`src/hw/bus_pkg.sv`:
```
`default_nettype none

package bus_pkg;

    // device codes, address bits 15:12
    localparam logic [3:0] DEV_MEM    = 4'h0;
    localparam logic [3:0] DEV_ONCHIP = 4'h1;
    localparam logic [3:0] DEV_IO     = 4'h2;

    // sub-device codes, address bits 11:8
    localparam logic [3:0] S_DEV_FP   = 4'h0;   // under DEV_ONCHIP

    localparam logic [3:0] S_DEV_HEX  = 4'h0;   // under DEV_IO
    localparam logic [3:0] S_DEV_SW   = 4'h1;
    localparam logic [3:0] S_DEV_LEDR = 4'h2;
    localparam logic [3:0] S_DEV_KEY  = 4'h3;
    localparam logic [3:0] S_DEV_IR   = 4'h4;
    localparam logic [3:0] S_DEV_PS2  = 4'h5;

    localparam int HEX_DIGITS = 6;

    typedef struct packed {
        logic [15:0] addr;
        logic [15:0] wdata;
        logic        read;
        logic        write;
    } bus_req_t;

    // request after device decode, strobes already qualified
    typedef struct packed {
        logic [11:0] offset;
        logic [15:0] wdata;
        logic        read;
        logic        write;
    } dev_req_t;

    typedef struct packed {
        logic [15:0] rdata;
        logic        done;
    } bus_rsp_t;

    typedef struct packed {
        logic [HEX_DIGITS-1:0][6:0] hex;
        logic [9:0]                 ledr;
        logic                       irda_txd;
    } board_out_t;

endpackage

`default_nettype wire

```
`src/hw/bus_decoder.sv`:
```
`timescale 1ns/10ps
`default_nettype none

module bus_decoder import bus_pkg::*; (
    input  logic     Clock,
    input  logic     Reset,
    input  bus_req_t bus_req,
    output dev_req_t mem_req,
    output dev_req_t fp_req,
    output dev_req_t io_req,
    output dev_req_t ps2_req,
    input  bus_rsp_t mem_rsp,
    input  bus_rsp_t fp_rsp,
    input  bus_rsp_t io_rsp,
    input  bus_rsp_t ps2_rsp,
    output bus_rsp_t bus_rsp
);

    logic [3:0] device;
    logic [3:0] sub_device;
    logic       strobe;
    logic       mem_sel;
    logic       fp_sel;
    logic       io_sel;
    logic       ps2_sel;
    logic       mem_done;
    bus_rsp_t   sel_rsp;

    // pass the request on with strobes gated by the select
    function automatic dev_req_t qualify(input bus_req_t r, input logic sel);
        dev_req_t d;
        d.offset = r.addr[11:0];
        d.wdata  = r.wdata;
        d.read   = r.read & sel;
        d.write  = r.write & sel;
        return d;
    endfunction

    assign device     = bus_req.addr[15:12];
    assign sub_device = bus_req.addr[11:8];
    assign strobe     = bus_req.read | bus_req.write;

    assign mem_sel = (device == DEV_MEM);
    assign fp_sel  = (device == DEV_ONCHIP) && (sub_device == S_DEV_FP);
    assign ps2_sel = (device == DEV_IO) && (sub_device == S_DEV_PS2);
    assign io_sel  = (device == DEV_IO) && (sub_device != S_DEV_PS2);

    assign mem_req = qualify(bus_req, mem_sel);
    assign fp_req  = qualify(bus_req, fp_sel);
    assign io_req  = qualify(bus_req, io_sel);
    assign ps2_req = qualify(bus_req, ps2_sel);

    // toggles while the strobe is held, so done lasts one cycle
    always_ff @(posedge Clock, posedge Reset) begin
        if (Reset) begin
            mem_done <= 1'b0;
        end else if (mem_sel && strobe) begin
            mem_done <= ~mem_done;
        end else begin
            mem_done <= 1'b0;
        end
    end

    always_comb begin
        sel_rsp = '{rdata: 16'h0000, done: 1'b1};   // unmapped default
        case (device)
            DEV_MEM:    sel_rsp = '{rdata: mem_rsp.rdata, done: mem_done};
            DEV_ONCHIP: if (fp_sel) sel_rsp = fp_rsp;
            DEV_IO:     sel_rsp = ps2_sel ? ps2_rsp : io_rsp;
            default:    ;
        endcase
    end

    // nothing completes while in reset
    assign bus_rsp = '{rdata: sel_rsp.rdata, done: sel_rsp.done & strobe & ~Reset};

endmodule

`default_nettype wire

```
`config.mk`:
```
export PLATFORM = sky130hd
export DESIGN_NAME = bus_decoder
export DESIGN_NICKNAME = d
export VERILOG_FILES = /design/src/hw/bus_pkg.sv /design/src/hw/bus_decoder.sv
export SDC_FILE = /design/constraint.sdc
export NUM_CORES = 1
export LEC_CHECK = 0
export BUFFER_PORTS_ARGS = -buffer_cell sky130_fd_sc_hd__buf_2
export CORE_AREA = 2 2 94 96
export DETAILED_ROUTE_END_ITERATION = 10
export DIE_AREA = 0 0 96 98
export HOLD_SLACK_MARGIN = 0.06
export PLACE_DENSITY = 0.52
export SLEW_MARGIN = 20
export SYNTH_ARGS = -nofsm -noshare
export SYNTH_HDL_FRONTEND = slang
export SYNTH_SLANG_ARGS = --single-unit
```
`constraint.sdc`:
```
create_clock -name Clock -period 1.8 [get_ports Clock]
set_clock_uncertainty 0.1 [all_clocks]
set_input_delay 0.18 -clock Clock [delete_from_list [all_inputs] [get_ports Clock]]
set_output_delay 0.18 -clock Clock [all_outputs]
set_load 0.05 [all_outputs]
```
# Yosys cells after proc, flatten, opt, wreduce, memory -nomap -nowiden
# Cells that the tools add are included.
[word_totals]
word_cells = 28
register_bits = 1
output_inout_bits = 137
[op_classes]
n_reduce_logical = 6
eq_ne = 4
n_mux = 4
n_bitwise = 13
[op_table]
columns = ["operator", "n"]
rows = [
  ["case mux 17 bit (3 select lines)", 1],
  ["2-to-1 mux 17 bit", 2],
  ["bitwise AND 1 bit", 10],
  ["zero test 4 bit", 2],
  ["== test 4 x 1 -> 1 bit, second input constant", 1],
  ["== test 4 x 2 -> 1 bit, second input constant", 1],
  ["== test 4 x 3 -> 1 bit, second input constant", 1],
  ["logical AND 1 bit", 4],
  ["!= test 4 x 3 -> 1 bit, second input constant", 1],
  ["NOT 1 bit", 2],
  ["2-to-1 mux 1 bit", 1],
  ["bitwise OR 1 bit", 1],
]

# Depth between registers and ports, before layout
[depth]
word_depth = 6
depth_mapped = 6
depth_no_buf = 4

# Worst setup path before layout
# No wires, ideal clock.
[synth_timing]
path_kind = "in2out"
startpoint = "in bus_req[29] (netlist name)"
endpoint = "out bus_rsp[0] (netlist name)"
stages = 6
path_slack_ns = -0.312
n_path_buf = 2
required_time_ns = 1.520
arrival_time_ns = 1.832
cell_sequence = "and4bb_2 buf_2 buf_2 nand2_1 a21o_1 a31oi_1"
[synth_lines]
columns = ["element", "line_no", "rtl"]
rows = [
  ["start: declaration", "bus_decoder.sv:7", "input bus_req_t bus_req,"],
  ["end: declaration", "bus_decoder.sv:16", "output bus_rsp_t bus_rsp"],
]

==> results by group <==
Status
  • Status: complete, no violations

Drt
  • Drt wl/cell: 12.6 um
  • DRT antenna net count: 0
  • DRC: 0
  • DR iter-0 viols: 31
  • Final WL: 4230 um
  • Vias after detailed routing: 1303
  • Via density: 3.89
  • First-pass detailed-route iteration total: 4

Placed design
  • Cell Area, Placed: 1490 um2
  • Dpl ws: 0.0347 ns
  • PortBufs: 119
  • Detail Placement HPWL: 3610 um
  • RD Place Congestion: 0.680

GRT
  • GRT Overall Usage: 7.42%
  • First-pass GRT wire length: 5660 um
  • Grt ovf: 0
  • Number of global-route vias before repair: 1229
  • Initial antenna violation count: 0
  • Largest net degree at the start of global routing: 20

Min path
  • Hold path cells: 0
  • Worst Min Path Start: bus_req[25]
  • Hold Path Class: primary input to primary output
  • Hold EP: mem_req[25]

Cells and area
  • Most frequent cells in the layout: buf_2 (103), nand2_1 (36), buf_4 (21)
  • Post-route cell area: 1550 um2
  • Most flops, register: mem_done
  • Post-layout util: 18.3%
  • Number of flip-flops in the largest register: 1
  • Biggest regs: mem_done x1
  • Final net count: 333
  • Commonest non-fill, non-tap cell in the layout: buf_2
  • ANT cells: 0
  • Layout cells sized above 1: 59.9%
  • Layout fillers: 940
  • P&R area growth vs syn: 4.73%

Synthesis
  • Syn Area/Cell: 6.88 um2
  • Cell Area, Synth: 1480 um2
  • Synth Register Bits: 1
  • Synth warn: 0
  • Yosys cell types: 25
  • Sequential area share after synthesis: 1.69%
  • Syn nets: 319
  • Cell count after synthesis: 215

Floorplanning
  • Initial Util: 17.5%
  • Die area: 9410 um2
  • Core area: 8470 um2
  • Die Height: 98 um
  • # rows: 34
  • Die W: 96 um
  • I/O Pins: 241

Setup path
  • RR Startpoint: mem_done$_DFF_PP0_
  • Worst EP arrival: 1.41 ns
  • CP endpoint kind: primary output
  • Startpoint class of the critical path: primary input
  • Worst setup path class: primary input to primary output
  • CP max FO: 16
  • FF-to-FF End: mem_done$_DFF_PP0_
  • R2R setup slack: 1.06 ns
  • Worst reg-to-reg path cell count: 1
  • Crit path required time: 1.52 ns

Pwr
  • Pwr Density: 241 nW/um2
  • LEAKAGE: 0.826 nW
  • Peak VDD IR: 0.0754 mV

Timing
  • TNS Setup: 0 ns
  • Part of the cycle the worst path needs: 93.8%
  • Fmax: 592 MHz
  • Max-slew violations: 0
  • Final setup violation count: 0
  • RSZ-0062 raised after global routing: false
  • Worst Max-Slew Pin Slew: 0.437 ns
  • Final Hold Viols: 0
  • Final min period: 1.69 ns
  • Final worst slack: 0.111 ns
  • Slew Limit Headroom: 70.6%

Flow run
  • Max_cap viols: 0

Clock tree
  • Worst skew pair latency: 0 ns
-- cell families after synthesis --
group,Yosys count,share of synthesized area (%)
AND/OR/NAND/NOR,58,20.5
flip-flops,1,1.69
AO/OA/AOI/OAI,36,17.9
buffers and inverters,120,59.9
-- cell usage after synthesis --
library cell | number | share of area, %
nand2_1 | 36 | 9.1
nand4bb_1 | 1 | 0.76
and4bb_2 | 1 | 0.85
and2_1 | 4 | 1.7
buf_4 | 113 | 57
nor4_4 | 1 | 1.4
a221o_1 | 16 | 11
nor3_4 | 1 | 1.1
dfrtp_1 | 1 | 1.7
nor2_1 | 7 | 1.8
nor3b_1 | 1 | 0.51
inv_1 | 1 | 0.25
o21ai_0 | 1 | 0.34
a21oi_1 | 16 | 5.4
o22ai_1 | 1 | 0.42
a31oi_1 | 1 | 0.42
nor4b_2 | 1 | 1.0
nor3_2 | 1 | 0.68
buf_1 | 1 | 0.25
a21o_1 | 1 | 0.51
nand3_1 | 2 | 0.68
buf_6 | 1 | 0.76
buf_2 | 4 | 1.4
and3_1 | 1 | 0.42
nor2b_1 | 1 | 0.42
-- worst max-delay path by stage --
| stage | start | endpoint | slack (ns) | depth (start not counted) |
|---|---|---|---|---|
| finish | bus_req[31] | bus_rsp[15] | 0.11 | 7 |
| global route | bus_req[26] | bus_rsp[1] | 0.001 | 7 |
| CTS | bus_req[26] | bus_rsp[8] | 0.03 | 7 |
| detailed placement | bus_req[26] | bus_rsp[8] | 0.03 | 7 |
| global placement | bus_req[31] | bus_rsp[8] | 0.05 | 7 |
| floorplan | bus_req[29] | bus_rsp[0] | 0.10 | 6 |
-- critical path: stages --
cell	delay, ns
buf_2	0.12
nor4b_4	0.27
nand2_1	0.14
nor3_4	0.16
buf_12	0.17
a221o_1	0.16
buf_4	0.20
-- layer usage --
metal | global-route usage, % | vias up | routed length (um)
li1 | - | 635 | -
met1 | 8.07 | 569 | 1570
met3 | 1.70 | 29 | 538
met5 | 0 | - | 0
met4 | 3.41 | 0 | 168
met2 | 13.3 | 70 | 1950
-- stage by stage --
| step | std cells | hold WS, ns | power, mW |
|---|---|---|---|
| after global placement | 334 | -0.0707 | 0.360 |
| after floorplan | 215 | -0.185 | 0.806 |
| after global routing | 335 | 0.260 | 0.397 |
| after CTS | 335 | 0.261 | 0.365 |
| after detailed placement | 334 | -0.0686 | 0.363 |
| final | 335 | 0.260 | 0.373 |
-- cell type report --
class	count	area [um2]	area share, %
repair buffers	131	795	51.3
well taps	108	135	8.72
inverters	1	3.75	0.242
flip-flops and latches	1	25.0	1.61
multi-input cells	94	592	38.2
-- repair_timing --
action,CTS,global route
hold buffers,1,0
setup endpoints to repair,0,16
resized for setup,0,34
setup buffers,0,0
endpoints found under the hold margin,1,0
-- power by group --
group          total (mW)  internal [mW]  leakage, nW  switching, mW
Sequential         0.0236         0.0234       0.0138       0.000239
Clock                   0              0            0              0
Combinational       0.349          0.134        0.813          0.216
(Power assumes the default switching activity.)
