--- src/hw/bus_pkg.sv ---
`default_nettype none

package bus_pkg;

    // device codes, address bits 15:12
    localparam logic [3:0] DEV_MEM    = 4'h0;
    localparam logic [3:0] DEV_ONCHIP = 4'h1;
    localparam logic [3:0] DEV_IO     = 4'h2;

    // sub-device codes, address bits 11:8
    localparam logic [3:0] S_DEV_FP   = 4'h0;   // under DEV_ONCHIP

    localparam logic [3:0] S_DEV_HEX  = 4'h0;   // under DEV_IO
    localparam logic [3:0] S_DEV_SW   = 4'h1;
    localparam logic [3:0] S_DEV_LEDR = 4'h2;
    localparam logic [3:0] S_DEV_KEY  = 4'h3;
    localparam logic [3:0] S_DEV_IR   = 4'h4;
    localparam logic [3:0] S_DEV_PS2  = 4'h5;

    localparam int HEX_DIGITS = 6;

    typedef struct packed {
        logic [15:0] addr;
        logic [15:0] wdata;
        logic        read;
        logic        write;
    } bus_req_t;

    // request after device decode, strobes already qualified
    typedef struct packed {
        logic [11:0] offset;
        logic [15:0] wdata;
        logic        read;
        logic        write;
    } dev_req_t;

    typedef struct packed {
        logic [15:0] rdata;
        logic        done;
    } bus_rsp_t;

    typedef struct packed {
        logic [HEX_DIGITS-1:0][6:0] hex;
        logic [9:0]                 ledr;
        logic                       irda_txd;
    } board_out_t;

endpackage

`default_nettype wire

--- src/hw/ps2_receiver.sv ---
`timescale 1ns/10ps
`default_nettype none

module ps2_receiver import bus_pkg::*; (
    input  logic     Clock,
    input  logic     Reset,
    input  dev_req_t req,
    input  logic     ps2_clk,
    input  logic     ps2_data,
    output bus_rsp_t rsp
);

    logic [1:0] clk_sync;
    logic [1:0] data_sync;
    logic       clk_prev;
    logic       clk_fall;
    logic       bit_in;
    logic [3:0] bit_cnt;    // 0 idle, 1..8 data, 9 parity, 10 stop
    logic [7:0] shift_q;
    logic       parity_q;
    logic       frame_ok;
    logic [7:0] byte_q;
    logic       valid_q;
    logic       error_q;
    logic       status_rd;

    assign clk_fall  = clk_prev & ~clk_sync[1];
    assign bit_in    = data_sync[1];
    assign frame_ok  = (^{shift_q, parity_q}) & bit_in;   // odd parity and stop high
    assign status_rd = req.read && (req.offset[7:0] == 8'h00);

    always_ff @(posedge Clock, posedge Reset) begin
        if (Reset) begin
            clk_sync  <= 2'b11;   // lines idle high
            data_sync <= 2'b11;
            clk_prev  <= 1'b1;
            bit_cnt   <= 4'd0;
            byte_q    <= 8'h00;
            valid_q   <= 1'b0;
            error_q   <= 1'b0;
        end else begin
            clk_sync  <= {clk_sync[0], ps2_clk};
            data_sync <= {data_sync[0], ps2_data};
            clk_prev  <= clk_sync[1];
            if (status_rd) begin
                valid_q <= 1'b0;   // cleared once the CPU has seen them
                error_q <= 1'b0;
            end
            if (clk_fall) begin
                if (bit_cnt == 4'd0) begin
                    if (!bit_in) bit_cnt <= 4'd1;   // start bit
                end else if (bit_cnt == 4'd10) begin
                    bit_cnt <= 4'd0;
                    if (frame_ok) begin
                        byte_q  <= shift_q;
                        valid_q <= 1'b1;
                    end else begin
                        error_q <= 1'b1;   // old byte stays
                    end
                end else begin
                    bit_cnt <= bit_cnt + 4'd1;
                end
            end
        end
    end

    always_ff @(posedge Clock) begin
        if (clk_fall && bit_cnt >= 4'd1 && bit_cnt <= 4'd8) begin
            shift_q <= {bit_in, shift_q[7:1]};   // LSB first
        end
        if (clk_fall && bit_cnt == 4'd9) begin
            parity_q <= bit_in;
        end
    end

    assign rsp.rdata = (req.offset[7:0] == 8'h00) ? {6'h00, error_q, valid_q, byte_q}
                                                  : 16'h0000;
    assign rsp.done  = 1'b1;

endmodule

`default_nettype wire

--- config.mk ---
export PLATFORM = sky130hd
export DESIGN_NAME = ps2_receiver
export DESIGN_NICKNAME = d
export VERILOG_FILES = /design/src/hw/bus_pkg.sv /design/src/hw/ps2_receiver.sv
export SDC_FILE = /design/constraint.sdc
export NUM_CORES = 1
export LEC_CHECK = 0
export ABC_AREA = 1
export CAP_MARGIN = 30
export CORE_UTILIZATION = 40
export DETAILED_ROUTE_END_ITERATION = 10
export DONT_BUFFER_PORTS = 1
export GPL_ROUTABILITY_DRIVEN = 0
export HOLD_SLACK_MARGIN = 0.12
export MAX_ROUTING_LAYER = met4
export PLACE_DENSITY = 0.66
export SLEW_MARGIN = 20
export SYNTH_ARGS = -nofsm -noshare
export SYNTH_HDL_FRONTEND = slang
export SYNTH_SLANG_ARGS = --single-unit
--- constraint.sdc ---
create_clock -name Clock -period 4.3 [get_ports Clock]
set_clock_uncertainty 0.1 [all_clocks]
set_input_delay 0.215 -clock Clock [delete_from_list [all_inputs] [get_ports Clock]]
set_output_delay 0.215 -clock Clock [all_outputs]
set_load 0.005 [all_outputs]
# ---- After elaboration in Yosys (flattened, before gate mapping)
# Index checks and enable logic that the tools add are counted.
dict set report classes {
  addsub 1
  order_cmp 2
  n_eq_ne 3
  n_mux 14
  bitwise_logic 4
  n_reduce_logical 9
}
# op n
set ops {}
lappend ops {{4-bit two-way mux} 3}
lappend ops {{1-bit two-way mux} 10}
lappend ops {{10-bit two-way mux} 1}
lappend ops {{9-bit XOR reduction} 1}
lappend ops {{4-bit == test, second input constant} 2}
lappend ops {{8-bit zero test} 1}
lappend ops {{4-bit by 1-bit adder with 4-bit output, second input constant} 1}
lappend ops {{4-bit by 1-bit greater-or-equal comparator with 1-bit output, second input constant} 1}
lappend ops {{4-bit less-or-equal comparator, second input constant} 1}
lappend ops {{1-bit logical AND} 4}
lappend ops {{4-bit zero test} 1}
lappend ops {{4-bit AND reduction} 1}
lappend ops {{1-bit AND} 2}
lappend ops {{2-bit inequality test, second input constant} 1}
lappend ops {{1-bit inverter} 2}
lappend ops {{2-bit AND reduction} 1}
dict set report word_totals {
  register_bits 28
  input_bits 34
  output_inout_bits 17
  wordCells 42
}

# ---- Logic depth before layout (Yosys ltp)
dict set report depth {
  depth_word 7
  mapped_depth 12
}

# ---- Worst setup path before layout
# OpenSTA, ideal clock, no wires.
dict set report synth_path {
  path_type {reg-to-reg}
  startpoint {register clk_prev}
  endpoint {register shift_q[0], enable pin}
  t_arrival_ns 1.293
  slack_ns 2.531
  stages_incl_launch_ff 5
  path_cell_list {dfstp_2 -> inv_1 -> nor2_1 -> o21ai_4 -> a21oi_1}
}
dict set report synth_via {
  elab_chain_cells 3
}
# item line
set synth_rtl {}
lappend synth_rtl {{from (decl)} ps2_receiver.sv:15} ;# logic clk_prev;
lappend synth_rtl {{from (signal assigned)} ps2_receiver.sv:44} ;# clk_prev <= clk_sync[1];
lappend synth_rtl {{1-bit AND} ps2_receiver.sv:27} ;# assign clk_fall = clk_prev & ~clk_sync[1];
lappend synth_rtl {{1-bit logical AND (2 in a row)} ps2_receiver.sv:68} ;# if (clk_fall && bit_cnt >= 4'd1 && bit_cnt <= 4'd8) begin
lappend synth_rtl {{to (signal assigned)} ps2_receiver.sv:69} ;# shift_q <= {bit_in, shift_q[7:1]};
lappend synth_rtl {{to (decl)} ps2_receiver.sv:19} ;# logic [7:0] shift_q;
# Every way passes these cells.
# A chain may end at the register's enable or synchronous reset.

# ---- Worst setup path after layout
dict set report layout_path {
  startpoint {register clk_prev}
  endpoint {register shift_q[4], enable pin}
}
# Same word-level chain as after synthesis.

==> reports/results.ini <==
[yosys]
synth_cells = 196
synth-seq-cells = 28
synth_xor_area_share_pct = 1.70
ys_seq_area_share_pct = 48.7
synth_top_family_by_area = simple AND/OR/NAND/NOR gates
synth_compound_area_share_pct = 3.24
ys_warn_count = 0
synthesis.area_um2 = 1540
synthDistinctLibCells = 26
synthSimpleGateAreaFrac_pct = 33.3
synthMuxAreaShare_pct = 0
syn_avg_cell_area_um2 = 7.87
synthAdderAreaFrac_pct = 0

[worst_hold_path]
hold_start = clk_sync[0]
hold_depth = 0
worstHoldEndpoint = clk_sync[1]
holdCritPathClass = flop to flop

[clocking]
clk_pin_slew_worst_paths_ns = 0.09
clockRootBuffer = clkbuf_8
cts_tree = done
cts.htree.levels = 1
cts.sinks = 28
cts_made_buffers = 3
clk_latency_ns = 0.27
clockBufferDepth = 2

[sta]
slew-limit-headroom_pct = 51.3
grt_setup_unrepaired = false
finalCriticalPeriod_ns = 1.97
hold_viol_final = 0
report.final.slew_viol_count = 0
fmax_mhz = 508
setup_viol = 0
timing.setup.tns_ns = 0
worst_pin_slew_ns = 0.731
final.period_utilization_pct = 45.8

[route]
met2_length_um = 1200
drt_first_iter_violations = 46
wire_per_inst_um = 9.99
postRouteAntennaNets = 0
post-route-drc-count = 0
wl_met3_um = 69
drt-met1-wl_um = 1180
post_drt_via_cell_ratio = 4.56
top_layer_used = met4
firstDrtPassIters = 4
vias = 1131
drt_wl_total_um = 2480

[final_layout]
utilization_pct = 45.2
final_cells = 248
fin_nets = 235
fill_cells = 371
drive_above_1_share_pct = 11.5
antennaDiodeCount = 0
stdcell_area_um2 = 1670
syn_to_final_growth_pct = 8.03

[setup_path]
critPathRequiredTime_ns = 4.11
r2r_slack_ns = 2.33
crit_path_end_kind = flop
cp_max_fo = 8
crit_arrival_ns = 1.78
setup.worst_path.start_class = flop
crit_type = flop to flop
r2r-end = shift_q[4]
reg2reg_from = clk_prev
reg2reg_depth = 4

[global_route]
grtUsageTotal_pct = 14.2
grt_start_max_net_pins = 20
grt_pass1_vias = 1002
grt_pass1_wl_um = 4370
grt.overflow.total = 0
antenna_found_initial = 0

[place]
dp_cells = 240
port-buffer-count = 0
place_hpwl_um = 1860
dpl_cell_area_um2 = 1560

[floorplan]
chipHeight_um = 64.1
rows = 22
die_w_um = 64.1
dieArea_um2 = 4110
core_area_um2 = 3690
start_util_pct = 41.8
io_pins = 51

[pwr]
leakage_nw = 0.838
power_density_nw_per_um2 = 441
ir_drop_mv = 0.295

[run_status]
status = finished clean

[job]
drv_cap = 0

-- synth_stat cells --
master | number | area (um^2)
nor2_1 | 19 | 71.3
nand2_2 | 3 | 18.8
nor2_4 | 1 | 11.3
nand2_1 | 65 | 244
buf_4 | 7 | 52.6
conb_1 | 2 | 7.51
nand3_2 | 1 | 10.0
xor2_1 | 3 | 26.3
a21oi_1 | 2 | 10.0
inv_2 | 4 | 15.0
buf_2 | 1 | 5.00
nor3_1 | 1 | 5.00
nor2_8 | 1 | 20.0
dfrtp_1 | 14 | 350
clkbuf_1 | 1 | 3.75
dfstp_2 | 5 | 131
clkinv_1 | 1 | 3.75
edfxtp_1 | 9 | 270
nand4_1 | 9 | 56.3
nor2_2 | 1 | 6.26
nand3_1 | 10 | 50.1
o21ai_4 | 1 | 16.3
o21ai_2 | 1 | 8.76
o21ai_1 | 3 | 15.0
inv_1 | 30 | 113
nand4_4 | 1 | 21.3
-- critical path, stage by stage, from the launching register on --
cell     delay, ns
dfstp_2       0.52
inv_1         0.03
nor2_1        0.22
o21ai_4       0.14
a21oi_1       0.59
-- what timing repair did --
item / 4_1_cts / 5_1_grt
gates resized for setup: 0 / 0
buffers inserted: 0 / 0
hold buffers: 4 / 0
hold endpoints to repair: 18 / 0
-- how the worst max path moves through the flow --
stage	start	end	slack, ns
floorplan	clk_prev	shift_q[0]	2.53
global placement	clk_prev	shift_q[0]	2.32
detailed placement	clk_prev	shift_q[0]	2.29
CTS	clk_prev	shift_q[0]	2.27
global route	clk_prev	shift_q[3]	2.18
finish	clk_prev	shift_q[4]	2.33
-- placed cells by master, fill, tap and decap left out --
master / n
inv_2: 4
nor2_4: 1
nand4_1: 9
nor2_1: 19
nor2_2: 1
edfxtp_1: 9
nand4_4: 1
clkinv_1: 1
clkbuf_16: 1
dlygate4sd3_1: 4
dfstp_2: 5
o21ai_1: 3
nand2_1: 65
xor2_1: 3
dfrtp_1: 14
nand3_2: 1
inv_1: 30
nand3_1: 10
a21oi_1: 2
o21ai_4: 1
clkbuf_8: 3
o21ai_2: 1
nand2_2: 3
nor2_8: 1
conb_1: 7
nor3_1: 1
-- cell families after synthesis --
kind of cell,Yosys count
AND/OR/NAND/NOR,112
other,2
AO/OA/AOI/OAI,7
XOR/XNOR,3
buffers and inverters,44
flip-flops,28
-- final cells by class --
class                   count  area (um^2)  area share [%]
flip-flops and latches     28          752            45.1
multi-input cells         129          617            37.0
clock buffers               4         66.3            3.98
repair buffers              4         40.0            2.40
inverters                  35          131            7.88
well taps                  48         60.1            3.60
-- metrics by stage --
stage               worst slack (ns)  power, W  hold slack, ns
floorplan                       2.53  0.000525          0.0624
global placement                2.32  0.000551           0.120
detailed placement              2.29  0.000556           0.120
CTS                             2.27  0.000747           0.263
global route                    2.18  0.000789           0.269
finish                          2.33  0.000735           0.261
-- flip-flops by register name, indices dropped and copies added (netlist names) --
signal and flops:
bit_cnt 4, byte_q 8, clk_prev 1, clk_sync 2, data_sync 2, error_q 1, parity_q 1, shift_q 8
valid_q 1
-- per-layer routing --
layer	vias up	GRT usage, %
met5	-	-
met4	0	4.17
met3	4	3.21
met2	14	22.6
met1	516	18.1
li1	597	-
-- power by group --
part	leakage (nW)	switching, W	internal [W]
logic	0.489	0.000125	0.0000633
clock network	0.0339	0.0000816	0.000101
registers	0.316	0.0000411	0.000323
total	0.838	0.000248	0.000487
Power figures use the tool's default switching activity.
