[src/hw/bus_pkg.sv]
`default_nettype none

package bus_pkg;

    // device codes, address bits 15:12
    localparam logic [3:0] DEV_MEM    = 4'h0;
    localparam logic [3:0] DEV_ONCHIP = 4'h1;
    localparam logic [3:0] DEV_IO     = 4'h2;

    // sub-device codes, address bits 11:8
    localparam logic [3:0] S_DEV_FP   = 4'h0;   // under DEV_ONCHIP

    localparam logic [3:0] S_DEV_HEX  = 4'h0;   // under DEV_IO
    localparam logic [3:0] S_DEV_SW   = 4'h1;
    localparam logic [3:0] S_DEV_LEDR = 4'h2;
    localparam logic [3:0] S_DEV_KEY  = 4'h3;
    localparam logic [3:0] S_DEV_IR   = 4'h4;
    localparam logic [3:0] S_DEV_PS2  = 4'h5;

    localparam int HEX_DIGITS = 6;

    typedef struct packed {
        logic [15:0] addr;
        logic [15:0] wdata;
        logic        read;
        logic        write;
    } bus_req_t;

    // request after device decode, strobes already qualified
    typedef struct packed {
        logic [11:0] offset;
        logic [15:0] wdata;
        logic        read;
        logic        write;
    } dev_req_t;

    typedef struct packed {
        logic [15:0] rdata;
        logic        done;
    } bus_rsp_t;

    typedef struct packed {
        logic [HEX_DIGITS-1:0][6:0] hex;
        logic [9:0]                 ledr;
        logic                       irda_txd;
    } board_out_t;

endpackage

`default_nettype wire

[src/hw/fp_mult.sv]
`timescale 1ns/10ps
`default_nettype none

module fp_mult import bus_pkg::*; #(
    parameter int FP_LATENCY = 3
) (
    input  logic     Clock,
    input  logic     Reset,
    input  dev_req_t req,
    output bus_rsp_t rsp
);

    logic [15:0]                 opa_q;
    logic [15:0]                 opb_q;
    logic [15:0]                 prod_q;
    logic [FP_LATENCY-1:0]       vld_pipe;
    logic [FP_LATENCY-1:0][15:0] res_pipe;
    logic                        busy;
    logic                        wr_a;
    logic                        wr_b;
    logic [15:0]                 prod_now;

    // half-precision multiply, no NaN or denormal handling
    function automatic logic [15:0] half_mul(input logic [15:0] a, input logic [15:0] b);
        logic              sign;
        logic [21:0]       mant;
        logic [9:0]        frac;
        logic              shift;
        logic signed [7:0] exp_sum;
        sign  = a[15] ^ b[15];
        mant  = {1'b1, a[9:0]} * {1'b1, b[9:0]};
        shift = mant[21];
        frac  = shift ? mant[20:11] : mant[19:10];   // truncated
        exp_sum = $signed({3'b000, a[14:10]}) + $signed({3'b000, b[14:10]})
                  + $signed({7'h00, shift}) - 8'sd15;
        if (a[14:10] == 5'd0 || b[14:10] == 5'd0) begin
            return {sign, 15'h0000};
        end
        if (exp_sum >= 8'sd31) begin
            return {sign, 5'h1f, 10'h000};   // saturate to infinity
        end
        if (exp_sum <= 8'sd0) begin
            return {sign, 15'h0000};   // underflow
        end
        return {sign, exp_sum[4:0], frac};
    endfunction

    assign busy = |vld_pipe;
    assign wr_a = req.write && !busy && (req.offset[7:0] == 8'h00);
    assign wr_b = req.write && !busy && (req.offset[7:0] == 8'h01);   // starts a multiply
    assign prod_now = half_mul(opa_q, req.wdata);

    always_ff @(posedge Clock, posedge Reset) begin
        if (Reset) begin
            vld_pipe <= '0;
        end else begin
            vld_pipe[0] <= wr_b;
            for (int i = 1; i < FP_LATENCY; i++) begin
                vld_pipe[i] <= vld_pipe[i-1];
            end
        end
    end

    always_ff @(posedge Clock) begin
        if (wr_a) opa_q <= req.wdata;
        if (wr_b) opb_q <= req.wdata;
        res_pipe[0] <= prod_now;
        for (int i = 1; i < FP_LATENCY; i++) begin
            res_pipe[i] <= res_pipe[i-1];
        end
        if (vld_pipe[FP_LATENCY-1]) begin
            prod_q <= res_pipe[FP_LATENCY-1];   // product visible once wait drops
        end
    end

    always_comb begin
        case (req.offset[7:0])
            8'h00:   rsp.rdata = opa_q;
            8'h01:   rsp.rdata = opb_q;
            8'h02:   rsp.rdata = prod_q;
            default: rsp.rdata = 16'h0000;
        endcase
    end

    assign rsp.done = ~busy;   // wait stalls the bus

endmodule

`default_nettype wire

[config.mk]
export PLATFORM = sky130hd
export DESIGN_NAME = fp_mult
export DESIGN_NICKNAME = d
export VERILOG_FILES = /design/src/hw/bus_pkg.sv /design/src/hw/fp_mult.sv
export SDC_FILE = /design/constraint.sdc
export NUM_CORES = 1
export LEC_CHECK = 0
export BUFFER_PORTS_ARGS = -buffer_cell sky130_fd_sc_hd__buf_2
export CAP_MARGIN = 30
export CORE_MARGIN = 1
export CORE_UTILIZATION = 55
export DETAILED_ROUTE_END_ITERATION = 6
export GPL_TIMING_DRIVEN = 0
export PLACE_DENSITY = 0.73
export SYNTH_ARGS = -nofsm -noshare
export SYNTH_HDL_FRONTEND = slang
export SYNTH_SLANG_ARGS = --single-unit
[constraint.sdc]
create_clock -name Clock -period 15.19 [get_ports Clock]
set_input_delay 0.7595 -clock Clock [delete_from_list [all_inputs] [get_ports Clock]]
set_output_delay 0.7595 -clock Clock [all_outputs]
set_load 0.02 [all_outputs]
=== Word-level counts from Yosys, hierarchy flattened ===
Cells that the tools add are included.

* Register bits: 99
* Input bits: 32
* Output and inout port bits: 17
* Word-level logic and storage cells: 40

* Add/sub/neg operators: 3
* $mul: 1
* Magnitude comparators: 2
* Eq/ne operators: 2
* Mux-type cells: 14
* Bitwise operators: 2
* Reductions and logical operators: 9

{| class="wikitable"
|+ Operators by type and width
! kind !! number
|-
| 16-bit two-way mux || 6
|-
| 16-bit case mux with 3 select lines || 1
|-
| 11-bit by 11-bit multiplier with 22-bit output || 1
|-
| 5-bit zero test || 2
|-
| 10-bit two-way mux || 1
|-
| 8-bit by 1-bit == test with 1-bit output (second input constant) || 1
|-
| 8-bit by 2-bit == test with 1-bit output (second input constant) || 1
|-
| 8-bit by 6-bit greater-or-equal comparator with 1-bit output (second input constant) || 1
|-
| 8-bit by 1-bit <= comparator with 1-bit output (second input constant) || 1
|-
| 8-bit zero test || 1
|-
| 7-bit by 4-bit subtractor with 8-bit output (second input constant) || 1
|-
| 6-bit by 1-bit adder with 7-bit output || 1
|-
| 5-bit by 5-bit adder with 6-bit output || 1
|-
| 1-bit two-way mux || 6
|-
| 1-bit logical AND || 3
|-
| 3-bit OR reduction || 1
|-
| 1-bit zero test || 1
|-
| 1-bit logical OR || 1
|-
| 1-bit NOT || 1
|-
| 1-bit bitwise XOR || 1
|}

=== Longest topological paths before layout ===
* Depth in word-level cells: 11
* Depth in mapped cells: 32
* Gate-level depth less buffers: 29

=== Least setup slack after synthesis ===
No wires, ideal clock.

* Path type: input to register
* Start: in req[10] (netlist name)
* End: reg res_pipe[7] (netlist name)
* Library setup time: 88 ps
* Arrival time: 7340 ps
* Required time: 15102 ps
* Path slack: 7763 ps
* Stages on the path: 30
* Path buffers: 2
* Path through: clkbuf_1 -> and2_1 -> fa_1 -> inv_1 -> fa_1 -> inv_1 -> fa_1 -> fa_1 -> inv_1 -> fa_1 -> inv_1 -> ha_1 -> nand4_4 -> a211oi_4 -> a21o_2 -> o31ai_2 -> nor3_2 -> buf_6 -> nand2_1 -> nand2_1 -> ha_1 -> inv_1 -> fa_1 -> nand2b_1 -> a21oi_1 -> a2111oi_0 -> o211a_1 -> nor2_1 -> nand3_1 -> a211oi_1

* Word-level cells in the longest chain between the ends: 10
* Elaborated cells on any way between the ends: 16
* Classes of those cells: add/sub (2); mul (1); order compare (2); mux (11)

{| class="wikitable"
|+ Ends and longest elaborated chain
! item !! line !! text
|-
| start, declared || fp_mult.sv:9 || <nowiki>input dev_req_t req,</nowiki>
|-
| 11-bit by 11-bit multiplier with 22-bit output * || fp_mult.sv:31 || <nowiki>mant = {1'b1, a[9:0]} * {1'b1, b[9:0]};</nowiki>
|-
| 6-bit by 1-bit adder with 7-bit output || fp_mult.sv:35 || <nowiki>+ $signed({7'h00, shift}) - 8'sd15;</nowiki>
|-
| 7-bit by 4-bit subtractor with 8-bit output || fp_mult.sv:35 ||
|-
| 8-bit by 1-bit <= comparator with 1-bit output || fp_mult.sv:42 || <nowiki>if (exp_sum <= 8'sd0) begin</nowiki>
|-
| 1-bit two-way mux (2 in a row) || fp_mult.sv:42 ||
|-
| 1-bit two-way mux || fp_mult.sv:39 || <nowiki>if (exp_sum >= 8'sd31) begin</nowiki>
|-
| 16-bit two-way mux || fp_mult.sv:45 || <nowiki>return {sign, exp_sum[4:0], frac};</nowiki>
|-
| 16-bit two-way mux * || fp_mult.sv:42 ||
|-
| 16-bit two-way mux * || fp_mult.sv:39 ||
|-
| end signal, assigned by index || fp_mult.sv:69 || <nowiki>res_pipe[i] <= res_pipe[i-1];</nowiki>
|-
| end, declared || fp_mult.sv:17 || <nowiki>logic [FP_LATENCY-1:0][15:0] res_pipe;</nowiki>
|}

Mark *: on every way between the ends. The rest lies on a longest branch, timed or not. The select of a mux whose other input is x is not followed.
A chain may end at the register's enable or synchronous reset.

=== Final worst setup path ===
* Start: in req[5] (netlist name)
* End: reg res_pipe[9] (netlist name)

Same word-level chain as after synthesis.

==> metrics <==
outcome=completed; area of all placed cells without fillers=8280 um^2; count of final setup violators=0; share of the clock period used by the worst path after layout=57.7%; total number of yosys warnings=0; Overall Power=1.08 mW; horizontal extent of the die=119 um; number of buffers inserted by port buffering=41; slowest stage delay, CP=0.80 ns; Yosys top cell by area=sky130_fd_sc_hd__fa_1; post-synthesis register bit count=99; delay-heaviest family, CP=adder cells; largest buffer count on any clock path=2; cell types occupying the most area after synthesis=sky130_fd_sc_hd__fa_1, sky130_fd_sc_hd__edfxtp_1, sky130_fd_sc_hd__dfxtp_1, sky130_fd_sc_hd__ha_1, sky130_fd_sc_hd__inv_1; final total negative setup slack=0 ns; hold_buf cts=0; normalized max-slew margin=35.7%; deepest level of the CTS H-tree=3; most frequent cells after synthesis=sky130_fd_sc_hd__inv_1, sky130_fd_sc_hd__fa_1, sky130_fd_sc_hd__nand2_1; number of design-rule violations left by the first detailed-router iteration=372; number of buffers inserted by post-CTS setup repair=0; worst vdd ir=0.0905 mV; number of vias in the routed layout=5368; final WL=16800 um; Post-Route Utilization=62.0%; leftover overflow at the end of global routing=0; PnR worst setup slack=6.43 ns; syn_nets=934; clock tree skew after final layout=0.00808 ns; total placed instance area=7990 um^2; final worst path period need=8.76 ns; portion of synthesized cell area occupied by the leading cell type=21.2%; post-synthesis average cell area=9.99 um^2; cell type with the highest occurrence count on the critical path=sky130_fd_sc_hd__fa_1; async set-or-reset flop fraction in the synthesized netlist=3.03%; pin slew with the least headroom to its limit=0.960 ns; number of global-route vias before repair=5658; total I/O pin count=49; core region area=13300 um^2; placer's final routability congestion estimate=0.883; number of buffer and inverter stages on the critical path=8; average wire per cell in the routed design=16.9 um; crit path kind=input pin to register; Die Footprint=14200 um^2; worst endpoint required time=15.43 ns; placed wire-length estimate=13400 um; proportion of layout cells with a drive suffix above 1=9.09%; first-pass GRT wire length=27800 um; kind of end point of the critical path=register; Slowest-stage cell, CP=sky130_fd_sc_hd__nor3_2; Cell Pwr Density=130 nW/um^2; setup repair after global routing missed its margin=no; largest fanout on the critical path=10; sequential element share of the synthesized area=32.8%; cell row count=42; clock latency of the later-clocked register in the worst-skew pair=0.34 ns; number of clock buffers inserted by TritonCTS=9; most frequent cell after synthesis=sky130_fd_sc_hd__inv_1; CP startpoint kind=input pin; clock-pin slew on the worst setup and hold paths=0.07 ns; worst hold-check path type=input pin to asynchronous set/reset pin; count of antenna diodes in the layout=0; number of cells produced by synthesis=757; top_reg_cell synth=sky130_fd_sc_hd__edfxtp_1; Fill cells=1106; Pins Over Slew Limit=0; clock net sink count=99; final hold vios=0; setup slack at placement=6.17 ns; Unique masters post-synth=61; clock tree from TritonCTS=done; Reg2Reg Setup Slack=6.44 ns; Finished Layout Cells=990; Leakage Power=3.85 nW; worst hold margin=0.267 ns; antenna violations before repair=0; number of nets at the end of the flow=986; Post-Place Cells=974; Avg Vias per Cell=5.42; arrival time reported for the critical path endpoint=9.00 ns; maximum capacitance violations=0; total of cells resized after clock tree synthesis=0; starting density of the core=56.7%; y dimension of the die=119 um; P&R area growth vs syn=9.45%; maximum number of pins on one net before global-route repair=19; f_max=0.114 GHz; GRT Total Usage=25.5%; clock root buffer=sky130_fd_sc_hd__clkbuf_16; count of antenna-violating nets left after detailed routing=0; Initial DRT Pass Iterations=5; Cell Area, Synth=7560 um^2; DRC violations left=0; number of synthesized flops with an enable pin=48
worst paths after layout:
path,to,start,cells past startpoint
max in group asynchronous,vld_pipe[1]$_DFF_PP0_,Reset,2
min reg2reg,res_pipe[34]$_DFF_P_,res_pipe[18]$_DFF_P_,0
max reg2reg,res_pipe[9]$_SDFF_PP0_,opa_q[2]$_DFFE_PP_,30
min in group Clock,res_pipe[34]$_DFF_P_,res_pipe[18]$_DFF_P_,0
max,res_pipe[9]$_SDFF_PP0_,req[5],30
min,vld_pipe[0]$_DFF_PP0_,Reset,2
cell type report:
class                   instances  area [um^2]  area share (%)
plain buffers                  31          136            1.65
multi-input cells             501         4480            54.1
clock buffers                   9          225            2.72
inverters                     126          473            5.71
flip-flops and latches         99         2480            29.9
clock inverters                 7         61.3           0.741
repair buffers                 41          205            2.48
well taps                     176          220            2.66
cell usage in the layout (no fill, tap or decap), drive strengths merged, types with 3 or more instances in the layout:
cell type and instances:
a2111oi 4, a211oi 8, a21o 5, a21oi 38
and2 37, and3 3, buf 51, clkbuf 30
clkinv 3, dfrtp 3, dfxtp 48, edfxtp 48
fa 80, ha 65, inv 129, mux2i 23
nand2 67, nand2b 5, nand3 9, nand4 5
nor2 65, nor2b 3, nor3 16, o211a 3
o211ai 3, o21a 6, o21ai 16, or2 3
or3 3, xnor2 4, xor2 4
sequential cells by signal, summed over array words and instances (netlist names):
register and count:
res_pipe 48, opa_q 16, opb_q 16, prod_q 16, vld_pipe 3
per-layer routing:
layer	vias up	global-route usage [%]	part of all wire [%]
met1	2619	31.2	41
met2	154	45.6	51
li1	2563	-	-
met4	0	7.99	2.7
met3	32	4.36	4.3
met5	-	0	0
where the power goes:
group | internal (mW) | leakage, nW | switching, mW
registers | 0.323 | 0.861 | 0.00993
clock network | 0.114 | 0.139 | 0.0994
logic | 0.207 | 2.85 | 0.323
total | 0.644 | 3.85 | 0.433
worst register-to-register path, delay by kind of cell (launching register included):
kind / cells / cell delay [ns]
flip-flops: 1 / 0.48
AO/OA/AOI/OAI: 7 / 1.68
AND/OR/NAND/NOR: 8 / 1.96
adder cells (fa/ha/maj): 8 / 3.63
buffers and inverters: 7 / 0.89
kinds of logic after synthesis:
group                      Yosys count  share of synthesized area, %
DFF                                 99                          32.8
buffers and inverters              157                          8.06
AOI/OAI and AO/OA                   96                          8.36
adders and majority gates          145                          31.9
xor gates and xnor gates             9                          1.22
muxes                               23                          3.04
and+or+nand+nor                    228                          14.6
(Power assumes the default switching activity.)
