`src/hw/bus_pkg.sv`:
```
`default_nettype none

package bus_pkg;

    // device codes, address bits 15:12
    localparam logic [3:0] DEV_MEM    = 4'h0;
    localparam logic [3:0] DEV_ONCHIP = 4'h1;
    localparam logic [3:0] DEV_IO     = 4'h2;

    // sub-device codes, address bits 11:8
    localparam logic [3:0] S_DEV_FP   = 4'h0;   // under DEV_ONCHIP

    localparam logic [3:0] S_DEV_HEX  = 4'h0;   // under DEV_IO
    localparam logic [3:0] S_DEV_SW   = 4'h1;
    localparam logic [3:0] S_DEV_LEDR = 4'h2;
    localparam logic [3:0] S_DEV_KEY  = 4'h3;
    localparam logic [3:0] S_DEV_IR   = 4'h4;
    localparam logic [3:0] S_DEV_PS2  = 4'h5;

    localparam int HEX_DIGITS = 6;

    typedef struct packed {
        logic [15:0] addr;
        logic [15:0] wdata;
        logic        read;
        logic        write;
    } bus_req_t;

    // request after device decode, strobes already qualified
    typedef struct packed {
        logic [11:0] offset;
        logic [15:0] wdata;
        logic        read;
        logic        write;
    } dev_req_t;

    typedef struct packed {
        logic [15:0] rdata;
        logic        done;
    } bus_rsp_t;

    typedef struct packed {
        logic [HEX_DIGITS-1:0][6:0] hex;
        logic [9:0]                 ledr;
        logic                       irda_txd;
    } board_out_t;

endpackage

`default_nettype wire

```
`src/hw/io_regs.sv`:
```
`timescale 1ns/10ps
`default_nettype none

module io_regs import bus_pkg::*; (
    input  logic       Clock,
    input  logic       Reset,
    input  dev_req_t   req,
    input  logic [9:0] sw,
    input  logic [3:0] key,
    input  logic       irda_rxd,
    output board_out_t board,
    output bus_rsp_t   rsp
);

    logic [3:0]                 sub_device;
    logic [2:0]                 digit;
    logic                       digit_ok;
    logic [HEX_DIGITS-1:0][6:0] hex_q;
    logic [9:0]                 ledr_q;
    logic                       ir_tx_q;
    logic                       ir_rx_q;
    logic [15:0]                rdata;

    assign sub_device = req.offset[11:8];
    assign digit      = req.offset[2:0];
    assign digit_ok   = (digit < 3'(HEX_DIGITS));   // indices 6 and 7 are holes

    always_ff @(posedge Clock, posedge Reset) begin
        if (Reset) begin
            hex_q   <= '0;
            ledr_q  <= '0;
            ir_tx_q <= 1'b0;
            ir_rx_q <= 1'b0;
        end else begin
            if (req.write) begin
                case (sub_device)
                    S_DEV_HEX:  if (digit_ok) hex_q[digit] <= req.wdata[6:0];
                    S_DEV_LEDR: ledr_q <= req.wdata[9:0];
                    S_DEV_IR:   ir_tx_q <= req.wdata[0];
                    default:    ;   // inputs are read only
                endcase
            end
            ir_rx_q <= irda_rxd;   // sampled every cycle
        end
    end

    always_comb begin
        rdata = 16'h0000;
        case (sub_device)
            S_DEV_HEX:  if (digit_ok) rdata = {9'h000, hex_q[digit]};
            S_DEV_SW:   rdata = {6'h00, sw};
            S_DEV_LEDR: rdata = {6'h00, ledr_q};
            S_DEV_KEY:  rdata = {12'h000, key};
            S_DEV_IR:   rdata = {15'h0000, ir_rx_q};
            default:    rdata = 16'h0000;
        endcase
    end

    // all I/O registers answer in the same cycle
    assign rsp = '{rdata: rdata, done: 1'b1};

    assign board = '{hex: hex_q, ledr: ledr_q, irda_txd: ir_tx_q};

endmodule

`default_nettype wire

```
`config.mk`:
```
export PLATFORM = sky130hd
export DESIGN_NAME = io_regs
export DESIGN_NICKNAME = d
export VERILOG_FILES = /design/src/hw/bus_pkg.sv /design/src/hw/io_regs.sv
export SDC_FILE = /design/constraint.sdc
export NUM_CORES = 1
export LEC_CHECK = 0
export BUFFER_PORTS_ARGS = -buffer_cell sky130_fd_sc_hd__clkbuf_2
export CAP_MARGIN = 5
export CORE_MARGIN = 2
export CORE_UTILIZATION = 43
export CTS_CLUSTER_DIAMETER = 100
export CTS_CLUSTER_SIZE = 30
export DETAILED_ROUTE_END_ITERATION = 16
export GPL_ROUTABILITY_DRIVEN = 0
export PLACE_DENSITY_LB_ADDON = 0.2
export SYNTH_ARGS = -nofsm -noshare
export SYNTH_HDL_FRONTEND = slang
export SYNTH_SLANG_ARGS = --single-unit
```
`constraint.sdc`:
```
create_clock -name Clock -period 1.6 [get_ports Clock]
set_clock_uncertainty 0.05 [all_clocks]
set_input_delay 0.16 -clock Clock [delete_from_list [all_inputs] [get_ports Clock]]
set_output_delay 0.16 -clock Clock [all_outputs]
set_load 0.1 [all_outputs]
```
**After elaboration in Yosys (flattened, before gate mapping)**

Index checks and enable logic that the tools add are counted.

- Magnitude comparators: 3
- Eq/ne operators: 4
- Reductions and logical operators: 5
- Muxes and demuxes: 7

Operator list:

| operator | count |
|---|---|
| 16-bit one-hot mux with 5 select lines | 1 |
| 42-bit bitwise mux | 1 |
| 7-bit binary-select mux with 3-bit select | 1 |
| 7-bit demux with 3-bit select | 1 |
| 7-bit 2-to-1 mux | 3 |
| 4-bit by 2-bit == test with 1-bit output, second input constant | 2 |
| 4-bit by 1-bit == test with 1-bit output, second input constant | 1 |
| 4-bit by 3-bit == test with 1-bit output, second input constant | 1 |
| 4-bit zero test | 1 |
| 3-bit by 4-bit less-than comparator with 1-bit output, second input constant | 1 |
| 2-bit AND reduction | 2 |
| 3-bit by 1-bit greater-or-equal comparator with 1-bit output, second input constant | 1 |
| 3-bit less-than comparator, second input constant | 1 |
| 3-bit AND reduction | 1 |
| 1-bit logical AND | 1 |

- Bits in registers: 54
- Output and inout bits: 70
- Logic and storage cells: 28
- Input port bits: 47

**Longest topological paths before layout**

Gate-level depths: netlist of the first run.

- Word-level depth: 5
- Gate-level depth with buffers: 6
- Depth with buffers taken out: 4

**Least setup slack after synthesis of the first run**

OpenSTA, ideal clock, no wires.

- Path type: register to output
- Start: register ledr_q[1]
- End: output port rsp[2] (netlist bit)
- Cell stages (with the launch flop): 4
- Arrival time: 3.375 ns
- Setup slack: -1.985 ns
- Data required time: 1.390 ns
- Path buffers: 0
- Cell sequence: dfrtp_1 mux2_2 a22oi_1 o21ai_0

RTL lines:

| item | RTL line | source |
|---|---|---|
| from (decl) | io_regs.sv:19 | `logic [9:0] ledr_q;` |
| from (signal assigned) | io_regs.sv:38 | `S_DEV_LEDR: ledr_q <= req.wdata[9:0];` |
| to (decl) | io_regs.sv:12 | `output bus_rsp_t rsp` |

==> impl_metrics.tcl, run 1 <==
set metrics [dict create \
    yosys_most_used_dff "dfrtp_1" \
    cts.sinks 54 \
    yosysUniqueCellTypes 31 \
    seqPwrFrac 0.365 \
    die_w_um 83.41 \
    synth_edf_count 0 \
    grt.busiest_layer "met2" \
    reg2reg_setup_slack_ns 0.61 \
    end_kind "primary output" \
    path_max_fanout 3 \
    period_needed_ns 2.061 \
    antenna_left 0 \
    synth_area_um2 2711 \
    met2_usage 0.3878 \
    critPathMaxStageDelay_ns 0.42 \
    grt_start_max_net_pins 29 \
    port_buffers 97 \
    dp.cells 418 \
    h-tree-depth 2 \
    start_util 0.4526 \
    required_ns 1.39 \
    seq_area_frac_synth 0.4984 \
    p_leak_nw 2.053 \
    relSlewSlack 0.5906 \
    viasPerCell 5.204 \
    final_layout_size_suffix_gt1_frac 0.8643 \
    die-area_um2 6956 \
    syn_to_final_growth_pct 59.53 \
    yosys_warnings 0 \
    avgSynthCellArea_um2 13.16 \
    rows 28 \
    ios 117 \
    finalNonFillerCells 436 \
    worst_slew_pin_slew_ns 0.6132 \
    dp_hpwl_um 5979 \
    overflow 0 \
    async_reset_ff_frac 1.000 \
    routed_wirelength_um 7654 \
    ir_worst_vdd_mv 1.007 \
    violations "negative setup slack" \
    setup_tns_ns -2.187 \
    clk_path_buf_depth 2 \
    critPathKind "reg2out" \
    r2r_cells 2 \
    holdPathEnd "ledr_q[7]$_DFFE_PP0P_" \
    p_switching_mw 2.047 \
    fmaxAchievable_mhz 485.2 \
    synth-seq-cells 54 \
    wire_per_inst_um 17.56 \
    die_y_um 83.41 \
    grt_pass1_vias 2354 \
    cp_slowest_cell "dfrtp_2" \
    cts-root-buf "clkbuf_8" \
    intPower_mw 2.444 \
    fin_nets 407 \
    p_sw_frac 0.4558 \
    status "finished with violations" \
    cp_cell_sequence "mux2_4, a222oi_1, buf_4, o22ai_4, buf_12" \
    grt_antenna_before_repair 0 \
    power_density_nw_per_um2 1038 \
    diodes 0 \
    initialDrtViolationCount 76 \
    fin_crit_sh 1.288 \
    crit_path_start_kind "flip-flop" \
    drc_errors 0 \
    cts_inserted_buffers 5 \
    critical_path_arrival_ns 1.85 \
    clkLatencyLatePin_ns 0.31 \
    grt_use_met3 0.04672 \
    hold_depth 2 \
    num_vias 2269 \
    hold_start "req[9]" \
    r2r_start "board[16]$_DFFE_PP0P_" \
    setup_slack_ns -0.4612 \
    dr.pass1.iters 5 \
    maxCapViolCount 0 \
    reg2reg_to "board[16]$_DFFE_PP0P_" \
    clk_pin_slew_worst_paths_ns 0.10 \
    grt_use_total 0.2246 \
    tritoncts "done" \
    dp_slack_ns -0.2538 \
    setup_viol 7 \
    hp-class "in2reg" \
    combPwrFrac 0.431 \
    clockPowerShare 0.205 \
    rsz0062_at_grt "true" \
    synthCells 206 \
    met1_usage 0.2952 \
    hold_violations 0 \
    core_area_um2 5991 \
    slew_viol_final 0 \
    grt_first_pass_wirelength_um 12410 \
]
## critical path, delay by kind of cell (launching register included)
kind / cells / cell delay, ns
AO/OA/AOI/OAI: 2 / 0.46
flip-flops: 1 / 0.42
buffers and inverters: 2 / 0.38
multiplexers: 1 / 0.28
## stage by stage
step | hold slack [ns] | cell area [um^2] | utilization | total power, mW
after CTS | 0.02601 | 4284 | 0.7151 | 4.513
final | 0.03033 | 4325 | 0.7220 | 4.491
after detailed placement | 0.1968 | 4085 | 0.6819 | 3.571
after floorplan | 0.1414 | 3042 | - | 3.171
after global placement | 0.1989 | 4085 | 0.6819 | 3.548
after global routing | 0.01777 | 4325 | 0.7220 | 4.660
## cell usage after synthesis, drive strengths merged (2+ instances only)
library cell,instances,area share
o22ai,2,0.0046
nand3,5,0.0092
conb,2,0.0028
clkbuf,4,0.0055
nor2,8,0.012
nor2b,4,0.0092
o221ai,2,0.0065
mux2i,4,0.015
inv,2,0.0028
a222oi,2,0.0074
a22oi,11,0.030
dfrtp,54,0.50
mux4,5,0.042
o21ai,4,0.0074
nand2,10,0.014
nor3,2,0.0074
buf,13,0.032
mux2,62,0.26
## per-layer routing
layer  share of wire  wire, um  vias up
met5               0         0        -
met4           0.011        81        0
met3           0.058       441        7
met2            0.49      3758       88
met1            0.44      3371     1122
li1                -         -     1052
## area by class of cell
class	instances	area, um^2
clock buffers	5	68.82
clock inverters	3	45.04
fillers	395	1665
inverters	2	7.507
multi-input cells	138	1523
flip-flops and latches	54	1416
well taps	75	93.84
repair buffers	159	1171
## power groups by stage
stage                     logic, mW  clock network [mW]  registers (mW)
after global routing           1.99                1.01            1.66
after global placement         1.88                   0            1.66
after CTS                      1.94               0.940            1.64
after floorplan               0.562                   0            2.61
final                          1.93               0.919            1.64
after detailed placement       1.90                   0            1.67
## placed cells by master (no fill, tap or decap), types with 2 or more instances in the layout
cell type	count
a222oi_1	2
a22oi_1	4
a22oi_2	7
buf_12	13
buf_4	54
buf_6	4
clkbuf_2	85
clkbuf_8	5
clkinvlp_4	2
conb_1	7
dfrtp_1	2
dfrtp_2	52
dlygate4sd3_1	2
mux2_2	43
mux2_4	19
mux2i_1	4
mux4_2	5
nand2_1	7
nand2_2	3
nand3_1	4
nor2_1	4
nor2_4	4
nor2b_1	4
nor3_4	2
o21ai_0	2
o21ai_4	2
o221ai_4	2
o22ai_4	2
## repair_timing
action | in CTS | in global routing
buffers inserted | 7 | 1
gates resized for setup | 3 | 12
pin swaps | 3 | 3
endpoints found under the setup margin | 7 | 31
hold buffers | 2 | 0
hold endpoints to repair | 27 | 0
## logic make-up after synthesis
| kind of cell | synth area share |
|---|---|
| other cells | 0.002770 |
| mux | 0.3138 |
| buf+inv | 0.04014 |
| compound gates | 0.06276 |
| flops | 0.4984 |
| simple gates | 0.08215 |
## worst max-delay path by stage
stage	slack, ns	start	depth (start not counted)	end
2_1_floorplan	-0.26	board[48]$_DFFE_PP0P_	3	rsp[3]
3_3_place_gp	-0.25	req[28]	7	board[33]$_DFFE_PP0P_
3_5_place_dp	-0.25	req[28]	7	board[18]$_DFFE_PP0P_
4_1_cts	-0.44	board[45]$_DFFE_PP0P_	5	rsp[7]
5_1_grt	-0.54	board[41]$_DFFE_PP0P_	5	rsp[3]
6_report	-0.46	board[45]$_DFFE_PP0P_	5	rsp[7]
## flip-flops by register name (all words and copies together), names as in the netlist
signal and flops:
board 42, ir_rx_q 1, ledr_q 10, ir_tx_q 1
Power figures use the tool's default switching activity.
==> inputs of run 2 (changes only) <==
PLACE_DENSITY = 0.77   (was not set)
PLACE_DENSITY_LB_ADDON = not set   (was 0.2)
==> run 2 against run 1 <==
Compared with the run above: the flow still finishes with violations (negative setup slack); first-iteration DRC count is 55% higher; combinational power hardly changed; final cell count is 1.1% lower; power hardly changed; wire length is 2.6% lower; die area stayed put; register-to-register slack worse by 0.09 ns; non-clock buffer count is 5 lower; count of clock-buffer cells in the layout stayed put; setup slack better by 0.053 ns; critical endpoint is now rsp[3]; largest power group unchanged; highest routed layer unchanged.
==> impl_metrics.tcl, run 2 (synthesis gave the netlist of run 1 again) <==
set metrics [dict create \
    status "finished with violations" \
    violations "negative setup slack" \
    final_layout_size_suffix_gt1_frac 0.8596 \
    finalNonFillerCells 431 \
    dp_hpwl_um 5584 \
    cts_inserted_buffers 5 \
    fin_crit_sh 1.255 \
    hp-class "in2reg" \
    num_vias 2298 \
    cts.sinks 54 \
    dr.pass1.iters 4 \
    fin_total_pwr_mw 4.487 \
    die_w_um 83.41 \
    die-area_um2 6956 \
    period_needed_ns 2.008 \
    p_sw_frac 0.4557 \
    fin_util 0.7139 \
    overflow 0 \
    required_ns 1.39 \
    die_y_um 83.41 \
    port_buffers 97 \
    grt_antenna_before_repair 0 \
    rows 28 \
    rsz0062_at_grt "true" \
    seqPwrFrac 0.364 \
    fmaxAchievable_mhz 497.9 \
    slew_viol_final 0 \
    drc_errors 0 \
    r2r_start "board[18]$_DFFE_PP0P_" \
    wire_per_inst_um 17.30 \
    crit_start "board[48]$_DFFE_PP0P_" \
    critPathMaxStageDelay_ns 0.43 \
    dp.cells 406 \
    grt_first_pass_wirelength_um 11790 \
    antenna_left 0 \
    path_max_fanout 3 \
    intPower_mw 2.442 \
    fillCellCount 424 \
    power_density_nw_per_um2 1049 \
    p_leak_nw 2.039 \
    cts-root-buf "clkbuf_8" \
    routed_wirelength_um 7458 \
    cp_cell_sequence "mux2_4, a222oi_1, buf_4, o22ai_4, buf_12" \
    combPwrFrac 0.431 \
    worst_slew_pin_slew_ns 0.5532 \
    hold_violations 0 \
    layout_common_cells "87 x clkbuf_2, 52 x dfrtp_2, 50 x buf_4, 43 x mux2_2, 19 x mux2_4" \
    fin_nets 402 \
    clk_pin_slew_worst_paths_ns 0.10 \
    maxCapViolCount 0 \
    grt_pass1_vias 2276 \
    final_common_cell "clkbuf_2" \
    syn_to_final_growth_pct 57.73 \
    setup_viol 7 \
    critical_path_arrival_ns 1.80 \
    end_kind "primary output" \
    clk_path_buf_depth 2 \
    ir_worst_vdd_mv 0.6233 \
    crit_path_start_kind "flip-flop" \
    h-tree-depth 2 \
    viasPerCell 5.332 \
    start_util 0.4526 \
    grt_start_max_net_pins 32 \
    setup_slack_ns -0.4085 \
    grt_use_total 0.2124 \
    critPathKind "reg2out" \
    ios 117 \
    hold_start "req[11]" \
    clkLatencyLatePin_ns 0.31 \
    relSlewSlack 0.6328 \
    diodes 0 \
    stdcell_area_um2 4277 \
    clockPowerShare 0.204 \
    tritoncts "done" \
    core_area_um2 5991 \
    p_switching_mw 2.045 \
    initialDrtViolationCount 118 \
    cp_slowest_cell "dfrtp_2" \
    largest_register_ff_count 42 \
    postPlaceCellArea_um2 4020 \
]
## run 2: final timing paths
kind                       slack, ns                    end  cells past startpoint
hold reg to reg                 0.46    ir_tx_q$_DFFE_PP0P_                      1
setup / recovery               -0.41                 rsp[3]                      5
max in group asynchronous       0.57  board[22]$_DFFE_PP0P_                      4
min in group asynchronous       0.36  board[40]$_DFFE_PP0P_                      3
hold / removal                  0.03  ledr_q[9]$_DFFE_PP0P_                      2
setup reg to reg                0.52  board[18]$_DFFE_PP0P_                      3
## run 2: metrics by stage
stage / setup WS (ns) / setup TNS (ns) / hold slack [ns]
after floorplan: -0.2565 / -8.016 / 0.1414
after global placement: -0.1693 / -5.423 / 0.1631
after detailed placement: -0.2234 / -7.524 / 0.1673
after CTS: -0.4395 / -2.036 / 0.02444
after global routing: -0.4573 / -2.336 / 0.01697
final: -0.4085 / -2.009 / 0.03246
## run 2: repair_timing
action / CTS / global route
buffers inserted: 11 / 4
pin swaps: 3 / 3
resized for setup: 3 / 1
endpoints found under the setup margin: 7 / 11
endpoints found under the hold margin: 24 / 0
hold buffers: 2 / 0
## run 2: layer usage
layer	vias up	global-route usage	share of wire
li1	1049	-	-
met5	-	0	0
met2	91	0.3255	0.47
met1	1145	0.3028	0.45
met4	0	0.07004	0.016
met3	13	0.04274	0.063
## run 2: power groups by stage
| stage | clock network [mW] | logic [mW] | registers, mW |
|---|---|---|---|
| 5_1_grt | 0.992 | 2.00 | 1.65 |
| 3_3_place_gp | 0 | 1.87 | 1.66 |
| 6_report | 0.916 | 1.94 | 1.63 |
| 3_5_place_dp | 0 | 1.89 | 1.67 |
| 2_1_floorplan | 0 | 0.562 | 2.61 |
| 4_1_cts | 0.933 | 1.93 | 1.63 |
## run 2: worst max-delay path: cells and delay by family (launching register included)
kind	cells	cell delay, ns
flip-flops	1	0.43
AO/OA/AOI/OAI	2	0.43
buffers and inverters	2	0.37
multiplexers	1	0.26
## run 2: cell type report
cell class	count	area, um^2	share of cell area
sequential	54	1416	0.3312
timing repair buffer	154	1131	0.2645
clock inverter	3	40.04	0.009362
inverter	2	7.507	0.001755
tap	75	93.84	0.02194
clock buffer	5	68.82	0.01609
multi-input combinational	138	1519	0.3552
